--- src/design/cachePkg.sv ---
package cachePkg;

    // --------------------------------------------------
    // Basic widths
    // --------------------------------------------------

    // One data word on the pipeline or the bus
    typedef logic [31:0] wordT;

    // Byte address, low two bits unused for word accesses
    typedef logic [31:0] addrT;

    // Byte enables, bit n covers byte n of the word
    typedef logic [3:0] byteMaskT;

    // --------------------------------------------------
    // Request bundles
    // --------------------------------------------------

    // Access from the memory stage
    typedef struct packed {
        logic     read;
        logic     write;
        addrT     addr;
        wordT     wdata;
        byteMaskT byteMask;
    } cpuReqT;

    // Single-word bus drive from the cache
    typedef struct packed {
        logic request;
        logic write;
        addrT addr;
        wordT wdata;
    } busReqT;

    // Miss handling states
    typedef enum logic [1:0] {
        ctrlIdle,
        ctrlWriteBack,
        ctrlFill
    } ctrlStateT;

endpackage

--- src/design/cacheController.sv ---
module cacheController #(
    parameter int blockSize = 4,
    localparam int offW = $clog2(blockSize)
) (
    input  logic            clk,
    input  logic            arstN,
    input  logic            access,
    input  logic            write,
    input  logic            hit,
    input  logic            victimDirty,
    input  logic            iStall,
    input  logic            busReady,
    output logic [offW-1:0] beat,
    output logic            busRequest,
    output logic            busWrite,
    output logic            fillWrite,
    output logic            lineFill,
    output logic            cpuWrite,
    output logic            stall
);
    import cachePkg::*;

    // --------------------------------------------------
    // State and counter
    // --------------------------------------------------

    ctrlStateT state;
    ctrlStateT stateNext;

    // Word offset of the beat on the bus
    logic [offW-1:0] beatQ;

    // Current beat is the final word of the block
    logic lastBeat;

    // Access present that the cache cannot serve
    logic miss;

    assign miss = access && !hit;
    assign lastBeat = (beatQ == offW'(blockSize - 1));

    // --------------------------------------------------
    // Next state
    // --------------------------------------------------

    always_comb begin
        stateNext = state;
        case (state)
            ctrlIdle: begin
                // Instruction fetch owns the bus, wait here
                if (miss && !iStall) begin
                    if (victimDirty) begin
                        stateNext = ctrlWriteBack;
                    end else begin
                        stateNext = ctrlFill;
                    end
                end
            end
            ctrlWriteBack: begin
                // Whole victim block out, then fetch
                if (busReady && lastBeat) begin
                    stateNext = ctrlFill;
                end
            end
            ctrlFill: begin
                // Back to idle where the access now hits
                if (busReady && lastBeat) begin
                    stateNext = ctrlIdle;
                end
            end
            default: begin
                stateNext = ctrlIdle;
            end
        endcase
    end

    always_ff @(posedge clk or negedge arstN) begin
        if (!arstN) begin
            state <= ctrlIdle;
        end else begin
            state <= stateNext;
        end
    end

    // --------------------------------------------------
    // Beat counter
    // --------------------------------------------------

    // Steps once per busReady pulse
    // Wraps to zero between write-back and fill
    always_ff @(posedge clk or negedge arstN) begin
        if (!arstN) begin
            beatQ <= '0;
        end else if (state == ctrlIdle) begin
            beatQ <= '0;
        end else if (busReady) begin
            beatQ <= beatQ + 1'b1;
        end
    end

    assign beat = beatQ;

    // --------------------------------------------------
    // Bus and cache strobes
    // --------------------------------------------------

    always_comb begin
        busRequest = 1'b0;
        busWrite = 1'b0;
        fillWrite = 1'b0;
        lineFill = 1'b0;
        case (state)
            ctrlWriteBack: begin
                busRequest = 1'b1;
                busWrite = 1'b1;
            end
            ctrlFill: begin
                busRequest = 1'b1;
                // Capture the word in its ready cycle
                fillWrite = busReady;
                // Last word also validates the line
                lineFill = busReady && lastBeat;
            end
            default: begin
                busRequest = 1'b0;
            end
        endcase
    end

    // Store only once the block is resident
    assign cpuWrite = (state == ctrlIdle) && access && write && hit;

    // Miss stalls in its own request cycle
    // Held through every bus beat
    assign stall = (state != ctrlIdle) || miss;

endmodule

--- src/design/cacheMemory.sv ---
module cacheMemory #(
    parameter int blockSize = 4,
    parameter int lines = 2,
    localparam int offW = $clog2(blockSize),
    localparam int setW = $clog2(lines),
    localparam int tagW = 30 - offW - setW
) (
    input  logic              clk,
    input  logic              arstN,
    input  logic [setW-1:0]   setIdx,
    input  logic [tagW-1:0]   tag,
    input  logic [offW-1:0]   wordIdx,
    input  cachePkg::wordT    dataIn,
    input  cachePkg::byteMaskT byteMask,
    input  logic              cpuWrite,
    input  logic              fillWrite,
    input  logic              lineFill,
    output logic              hit,
    output logic              victimDirty,
    output logic [tagW-1:0]   victimTag,
    output cachePkg::wordT    hitWord,
    output cachePkg::wordT    victimWord
);
    import cachePkg::*;

    // --------------------------------------------------
    // Storage
    // --------------------------------------------------

    // Data words, indexed by way, set and word offset
    wordT dataMem [2][lines][blockSize];

    // Tag per line in each way
    logic [tagW-1:0] tagMem [2][lines];

    // Line state bits, way in the outer dimension
    logic [1:0][lines-1:0] validQ;
    logic [1:0][lines-1:0] dirtyQ;

    // Least recently used way per set
    logic [lines-1:0] lruQ;

    // Per-way tag match
    logic [1:0] wayHit;

    // Way holding the hit, way 0 when nothing matches
    logic hitWay;

    // Way picked for replacement
    logic victimWay;

    // --------------------------------------------------
    // Lookup
    // --------------------------------------------------

    // Valid gates the compare so unwritten tags never match
    assign wayHit[0] = validQ[0][setIdx] && (tagMem[0][setIdx] == tag);
    assign wayHit[1] = validQ[1][setIdx] && (tagMem[1][setIdx] == tag);

    assign hit = |wayHit;
    assign hitWay = wayHit[1];

    // First invalid way wins, way 0 first
    // Both valid falls back to the LRU way
    always_comb begin
        if (!validQ[0][setIdx]) begin
            victimWay = 1'b0;
        end else if (!validQ[1][setIdx]) begin
            victimWay = 1'b1;
        end else begin
            victimWay = lruQ[setIdx];
        end
    end

    // Only a valid line can need write-back
    assign victimDirty = validQ[victimWay][setIdx] && dirtyQ[victimWay][setIdx];
    assign victimTag = tagMem[victimWay][setIdx];

    // Word reads for the pipeline and for write-back
    assign hitWord = dataMem[hitWay][setIdx][wordIdx];
    assign victimWord = dataMem[victimWay][setIdx][wordIdx];

    // --------------------------------------------------
    // Data and tag writes
    // --------------------------------------------------

    // Fill beats land whole in the victim way
    // Pipeline writes merge bytes into the hit way
    always_ff @(posedge clk) begin
        if (fillWrite) begin
            dataMem[victimWay][setIdx][wordIdx] <= dataIn;
        end else if (cpuWrite) begin
            for (int b = 0; b < 4; b++) begin
                if (byteMask[b]) begin
                    dataMem[hitWay][setIdx][wordIdx][8*b +: 8] <= dataIn[8*b +: 8];
                end
            end
        end
    end

    // New tag takes effect with the last fill word
    always_ff @(posedge clk) begin
        if (lineFill) begin
            tagMem[victimWay][setIdx] <= tag;
        end
    end

    // --------------------------------------------------
    // Line state
    // --------------------------------------------------

    // LRU moves on write hits and on completed fills
    // It always ends up naming the way not just used
    always_ff @(posedge clk or negedge arstN) begin
        if (!arstN) begin
            validQ <= '0;
            dirtyQ <= '0;
            lruQ <= '0;
        end else if (lineFill) begin
            // Freshly fetched block matches memory
            validQ[victimWay][setIdx] <= 1'b1;
            dirtyQ[victimWay][setIdx] <= 1'b0;
            lruQ[setIdx] <= ~victimWay;
        end else if (cpuWrite) begin
            dirtyQ[hitWay][setIdx] <= 1'b1;
            lruQ[setIdx] <= ~hitWay;
        end
    end

endmodule

--- src/design/dataCache.sv ---
module dataCache #(
    parameter int blockSize = 4,
    parameter int lines = 2
) (
    input  logic             clk,
    input  logic             arstN,
    input  cachePkg::cpuReqT cpuReq,
    input  logic             iStall,
    output cachePkg::wordT   rd,
    output logic             stall,
    output cachePkg::busReqT busReq,
    input  cachePkg::wordT   hRData,
    input  logic             busReady
);
    import cachePkg::*;

    localparam int offW = $clog2(blockSize);
    localparam int setW = $clog2(lines);
    localparam int tagW = 30 - offW - setW;

    // --------------------------------------------------
    // Address split
    // --------------------------------------------------

    logic [tagW-1:0] tag;
    logic [setW-1:0] setIdx;
    logic [offW-1:0] wordIdx;
    logic [offW-1:0] beat;
    logic [tagW-1:0] victimTag;
    logic busRequest;
    logic busWrite;

    // Byte offset sits below the word offset
    assign tag = cpuReq.addr[31 -: tagW];
    assign setIdx = cpuReq.addr[offW + 2 +: setW];

    // Bus beats walk the block, otherwise the pipeline's word
    assign wordIdx = busRequest ? beat : cpuReq.addr[2 +: offW];

    // Fill address keeps the request tag
    // Write-back address uses the tag of the line leaving
    addrT fillAddr;
    addrT wbAddr;
    addrT busAddr;

    assign fillAddr = {tag, setIdx, beat, 2'b00};
    assign wbAddr = {victimTag, setIdx, beat, 2'b00};
    assign busAddr = busWrite ? wbAddr : fillAddr;

    // --------------------------------------------------
    // Data selections
    // --------------------------------------------------

    logic hit;
    logic victimDirty;
    logic cpuWrite;
    logic fillWrite;
    logic lineFill;
    wordT dataIn;
    wordT hitWord;
    wordT victimWord;

    // Bus data during a fill, store data otherwise
    assign dataIn = fillWrite ? hRData : cpuReq.wdata;

    // Reads always complete from the cache
    assign rd = hitWord;

    // Write-back data comes from the victim way
    assign busReq = '{request: busRequest, write: busWrite, addr: busAddr, wdata: victimWord};

    cacheMemory #(.blockSize(blockSize), .lines(lines)) mem0 (.clk, .arstN, .setIdx, .tag,
        .wordIdx, .dataIn, .byteMask(cpuReq.byteMask), .cpuWrite, .fillWrite, .lineFill,
        .hit, .victimDirty, .victimTag, .hitWord, .victimWord);

    cacheController #(.blockSize(blockSize)) ctrl0 (.clk, .arstN,
        .access(cpuReq.read || cpuReq.write), .write(cpuReq.write), .hit, .victimDirty,
        .iStall, .busReady, .beat, .busRequest, .busWrite, .fillWrite, .lineFill,
        .cpuWrite, .stall);

endmodule

--- config.mk ---
export PLATFORM = sky130hd
export DESIGN_NAME = dataCache
export DESIGN_NICKNAME = d
export VERILOG_FILES = /design/src/design/cachePkg.sv /design/src/design/cacheController.sv /design/src/design/cacheMemory.sv /design/src/design/dataCache.sv
export SDC_FILE = /design/constraint.sdc
export NUM_CORES = 1
export LEC_CHECK = 0
export BUFFER_PORTS_ARGS = -buffer_cell sky130_fd_sc_hd__buf_2
export CAP_MARGIN = 20
export CORE_MARGIN = 1.5
export CORE_UTILIZATION = 35
export CTS_BUF_LIST = sky130_fd_sc_hd__clkbuf_4 sky130_fd_sc_hd__clkbuf_8
export CTS_CLUSTER_DIAMETER = 150
export DETAILED_ROUTE_END_ITERATION = 7
export GPL_ROUTABILITY_DRIVEN = 1
export SETUP_SLACK_MARGIN = 0.2
export SYNTH_ARGS = -nofsm -noshare
export SYNTH_HDL_FRONTEND = slang
export SYNTH_SLANG_ARGS = --single-unit
--- constraint.sdc ---
create_clock -name clk -period 8.09 [get_ports clk]
set_clock_uncertainty 0.05 [all_clocks]
set_input_delay 1.618 -clock clk [delete_from_list [all_inputs] [get_ports clk]]
set_output_delay 1.618 -clock clk [all_outputs]
set_load 0.01 [all_outputs]
[Yosys cells after proc, flatten, opt, wreduce, memory -nomap -nowiden]
Memories as Yosys holds them, arrays and structs flattened.
Index checks and enable logic that the tools add are counted.
Storage, ports and cells
  register bits: 14
  RAM bits: 620
  output and inout bits: 99
  logic and storage cells: 1706
  memories: 2
Memory list
  mem0.dataMem: depth 2, bits a word 256, rd ports 2, clocked after memory_dff 0, write ports 1, RTL line cacheMemory.sv:31  | wordT dataMem [2][lines][blockSize];
  mem0.tagMem: depth 2, bits a word 54, rd ports 3, clocked after memory_dff 0, write ports 1, RTL line cacheMemory.sv:34  | logic [tagW-1:0] tagMem [2][lines];
Operators by class
  add/sub/neg operators: 1
  order comparisons: 10
  eq/ne operators: 8
  mux-type cells: 876
  bitwise gates (word level): 776
  reduce and logical (&&, ||, !) cells: 26
Operator list (count)
  2-to-1 mux 256 bit: 7
  2-to-1 mux 128 bit: 11
  2-to-1 mux 1 bit: 800
  OR 1 bit: 768
  demux 128 bit (select 1 bit): 5
  demux 32 bit (select 2 bit): 5
  2-to-1 mux 27 bit: 10
  2-to-1 mux 32 bit: 8
  OR reduction 256 bit: 1
  binary-select mux 32 bit (select 2 bit): 2
  equality test 27 bit: 2
  2-to-1 mux 54 bit: 1
  2-to-1 mux 2 bit: 15
  demux 27 bit (select 1 bit): 1
  2-to-1 mux 24 bit: 1
  2-to-1 mux 16 bit: 1
  logical AND 1 bit: 14
  2-to-1 mux 4 bit: 2
  2-to-1 mux 8 bit: 1
  OR 4 bit: 2
  < comparator 1 x 2 -> 1 bit (second input constant): 3
  != test 2 x 1 -> 1 bit (second input constant): 3
  case mux 2 bit (3 select lines): 1
  nonzero test 2 bit: 3
  other kinds (21): 30

[Depth between registers and ports, before layout]
  depth after elaboration: 17
  depth in mapped cells: 13
  mapped depth without buffers: 8

[Hierarchy]
A second synthesis with hierarchy kept.
Second synthesis, totals
  cells, all modules: 2832
  area total of the unflattened synthesis: 32264.7 um2
Modules (own cells, without submodules)
  cacheMemory: instances 1, cells each 2728, area each 30959.7 um2, seq. area each 18868.1 um2
  dataCache: instances 1, cells each 75, area each 1018.5 um2, seq. area each 0.0 um2
  cacheController: instances 1, cells each 29, area each 286.5 um2, seq. area each 100.1 um2

[Worst setup path after synthesis]
Ideal clock, no wire load.
  kind: input -> output
  start: in cpuReq[40] in the netlist's numbering
  end: out rd[10]
  arrival time: 3.886 ns
  path slack: 2.536 ns
  cell stages on the path: 13
  buffers on the path: 5
  cell sequence: buf_6 -> buf_6 -> mux2i_1 -> xnor2_1 -> nor4_1 -> nand3_1 -> or2_1 -> clkbuf_1 -> buf_6 -> buf_4 -> mux4_2 -> a22oi_1 -> nand2_1
On the way
  cells in the longest elaborated chain, start to end: 13
  elaborated cells between the ends (all ways): 15
  those cells by class: 1 x eq/ne; 11 x mux; 1 x bitwise; 1 x reduce/logical; 1 x memory
RTL lines
  start, declared: RTL line dataCache.sv:7  | input cachePkg::cpuReqT cpuReq,
  NOT 1 -> 2 bit (not written as such): RTL line cacheMemory.sv:58, cacheMemory.sv:80
  2-to-1 mux 27 bit (not written as such) (3 in series): RTL line cacheMemory.sv:58  | assign wayHit[1] = validQ[1][setIdx] && (tagMem[1][setIdx] == tag);
  equality test 27 bit: RTL line cacheMemory.sv:58
  logical AND 1 bit: RTL line cacheMemory.sv:58
  memory (2 x 256 bit)
  2-to-1 mux 128 bit (not written as such) * (3 in series): RTL line cacheMemory.sv:80  | assign hitWord = dataMem[hitWay][setIdx][wordIdx];
  binary-select mux 32 bit (select 2 bit) *: RTL line cacheMemory.sv:80
  2-to-1 mux 32 bit (not written as such) * (2 in series): RTL line cacheMemory.sv:80
  end, declared: RTL line dataCache.sv:9  | output cachePkg::wordT rd,
Mark *: on every way between the ends. The rest lies on a longest branch, timed or not. The select of a mux whose other input is x is not followed.

[Worst setup path after layout]
  start: in cpuReq[40] in the netlist's numbering
  end: out rd[4]
Same word-level chain as after synthesis.

==> impl_metrics.env <==
export IMPL_ys_async_sr_fraction_pct=2.208
export IMPL_syn_cell_area_mm2=0.03016
export IMPL_p_leak_nw=11.90
export IMPL_post_route_min_period_ns=7.253
export IMPL_yosysTopAreaCell="edfxtp_1"
export IMPL_ys_warn_count=0
export IMPL_drv_cap=0
export IMPL_clkLatencyLatePin_ns=0.77
export IMPL_place_hpwl_um=56550
export IMPL_power_density_mw_per_mm2=289.8
export IMPL_crit_type="in -> out"
export IMPL_rrSetupSlack_ns=3.46
export IMPL_boundaryPins=205
export IMPL_slew_violations=0
export IMPL_cts_root_buf="clkbuf_8"
export IMPL_hold_end="mem0.validQ[0]$_DFFE_PN0P_"
export IMPL_relSlewSlack_pct=23.62
export IMPL_cts_resized=0
export IMPL_layout_drive_gt1_share_pct=25.00
export IMPL_fmax_ghz=0.1379
export IMPL_pwr_share_seq_pct=39.5
export IMPL_post_route_period_util_pct=89.65
export IMPL_grt_start_max_net_pins=89
export IMPL_rsz0062_at_grt="false"
export IMPL_wirelength_um=93190
export IMPL_cts_hold_fix_buffers=0
export IMPL_initial_core_util_pct=35.37
export IMPL_final_nets=2523
export IMPL_postRouteAntennaNets=0
export IMPL_tightest_slew_ns=1.146
export IMPL_ys_types=51
export IMPL_r2r_end="mem0.dataMem[0][129]$_DFFE_PP_"
export IMPL_hold_violations=0
export IMPL_h_tree_depth=3
export IMPL_nFillCells=7864
export IMPL_vias=21184
export IMPL_core_mm2=0.08528
export IMPL_die_x_um=296.6
export IMPL_clkPwrFrac_pct=31.3
export IMPL_cts_sinks=634
export IMPL_overflow=0
export IMPL_antenna_found_initial=7
export IMPL_track_usage_pct=21.01
export IMPL_remaining_drc_errors=0
export IMPL_cts_made_buffers=108
export IMPL_final_setup_tns_ns=0
export IMPL_yosysMostFrequentCell="edfxtp_1"
export IMPL_slowest_stage="or2_4"
export IMPL_ys_seq_elements=634
export IMPL_dr_pass1_iters=6
export IMPL_synthCells=2223
export IMPL_synth_edf_count=620
export IMPL_synthTopCellsByCount="620 x edfxtp_1, 192 x a21oi_1, 178 x nand2_1"
export IMPL_min_path_cells=1
export IMPL_netSwitchingPower_mw=3.530
export IMPL_cts_setup_buffers=0
export IMPL_crit_family="buffers and inverters"
export IMPL_cts_buffer_depth=3
export IMPL_place_congestion=0.8148
export IMPL_hold_class="reg -> reg"
export IMPL_rows=107
export IMPL_routedWlPerCell_um=25.47
export IMPL_synth_avg_cell_area_um2=13.57
export IMPL_drt_first_iter_violations=2259
export IMPL_crit_required_ns=6.42
export IMPL_io_buffers=200
export IMPL_crit_path_cell_trace="buf_8 -> mux2i_1 -> xnor2_1 -> nor4_1 -> nand3_1 -> or2_4 -> buf_4 -> mux4_2 -> a22oi_1 -> nand2_1 -> buf_2"
export IMPL_cp_start_kind="input pin"
export IMPL_cts_tree="done"
export IMPL_cp_num_buf_inv=3
export IMPL_path_max_fanout=86
export IMPL_cp_depth=11
export IMPL_r2r_start="ctrl0.state[0]$_DFFE_PN0P_"
export IMPL_synth_top_cell_area_share_pct=61.72
export IMPL_dieArea_mm2=0.08795
export IMPL_worst_path_largest_cell_delay_ns=0.80
export IMPL_irDropWorstVdd_v=0.0001285
export IMPL_setup_violations=0
export IMPL_areaGrowthSynthToFinish_pct=15.54
export IMPL_reg2reg_depth=6
export IMPL_synth_top_cells_by_area="edfxtp_1 62%, mux4_2 9.6%, a21oi_1 3.2%"
export IMPL_cp_arrival_ns=5.59
export IMPL_viasPerCell=5.790
export IMPL_whs_ns=0.4030
export IMPL_intPower_mw=6.570
export IMPL_die_y_um=296.6
export IMPL_clkSlewWorstSetupHoldPaths_ns=0.06
export IMPL_p_comb_share_pct=29.2
export IMPL_min_from="mem0.validQ[0]$_DFFE_PN0P_"
export IMPL_cp_end_kind="output pin"
export IMPL_synth_ff_type="edfxtp_1"
export IMPL_status="complete, no violations"
export IMPL_grt_pass1_wl_um=136900
export IMPL_ys_seq_area_share_pct=62.88
export IMPL_grt_pass1_vias=21555
export IMPL_switching_share_pct=34.95
registers in the layout, summed over array words and instances (netlist names):
signal        count
mem0.lruQ         2
ctrl0.beat        2
mem0.validQ       4
ctrl0.state       2
mem0.tagMem     108
mem0.dirtyQ       4
mem0.dataMem    512
cells in the final DEF (no fill, tap or decap), drive strengths merged, types with 4 or more instances in the layout:
cell type,count
mux2,34
xnor2,54
edfxtp,620
a21oi,192
and2,22
inv,15
nand4,51
o211ai,42
a22oi,64
nand3,160
o21a,4
buf,262
nor2b,12
bufinv,10
mux2i,56
clkinv,38
a221oi,27
nand2,178
mux4,128
and3,97
a31oi,35
nor3,14
nor2,124
o21ai,57
dfrtp,14
ha,4
diode,7
clkbuf,149
nor4,13
area by class of cell:
class | count | area (um^2) | share of cell area (%)
clock buffers | 149 | 1813 | 5.202
repair buffers | 262 | 1551 | 4.452
diodes | 7 | 17.52 | 0.05026
inverters | 9 | 36.28 | 0.1041
multi-input cells | 1398 | 10470 | 30.05
clock inverters | 56 | 560.5 | 1.608
well taps | 1144 | 1431 | 4.107
flip-flops and latches | 634 | 18970 | 54.42
cells by family after synthesis:
logic type | Yosys count | share of synthesized area [%]
simple gates | 675 | 10.80
fa+ha+maj | 4 | 0.1659
other cells | 1 | 0.01243
buf+inv | 192 | 2.800
mux | 218 | 12.68
xor+xnor | 57 | 1.655
flops | 634 | 62.88
compound gates | 442 | 9.001
per-stage QoR:
step	util, %	instances	setup slack [ns]	area, um^2	total power, mW
6_report	40.87	3659	0.8370	34850	10.10
5_1_grt	40.86	3658	0.4810	34850	10.52
4_1_cts	40.82	3651	0.7514	34810	10.16
3_5_place_dp	38.04	3446	0.7641	32440	7.011
3_3_place_gp	38.04	3446	0.8019	32440	6.966
2_1_floorplan	-	2224	2.536	30170	5.581
power by group through the flow:
stage / combinational (mW) / clock [mW] / sequential [mW]
6_report: 2.95 / 3.16 / 3.99
5_1_grt: 3.17 / 3.35 / 4.00
4_1_cts: 2.96 / 3.21 / 3.99
3_5_place_dp: 2.96 / 0 / 4.06
3_3_place_gp: 2.92 / 0 / 4.04
2_1_floorplan: 1.55 / 0 / 4.03
per-layer routing:
layer	track usage, %	wire, um	up-vias
met5	0	13	-
met4	8.711	2992	2
met3	3.422	7627	195
met2	34.43	45670	1129
met1	27.76	36890	10685
li1	-	-	9173
how the worst max path moves through the flow:
stage / startpoint / endpoint / slack [ns]
4_1_cts: cpuReq[40] / rd[24] / 0.75
2_1_floorplan: cpuReq[40] / rd[10] / 2.54
6_report: cpuReq[40] / rd[4] / 0.84
5_1_grt: cpuReq[40] / rd[4] / 0.48
3_5_place_dp: cpuReq[40] / rd[24] / 0.76
3_3_place_gp: cpuReq[40] / rd[4] / 0.80
No activity file was read; power rests on OpenSTA's default activity.
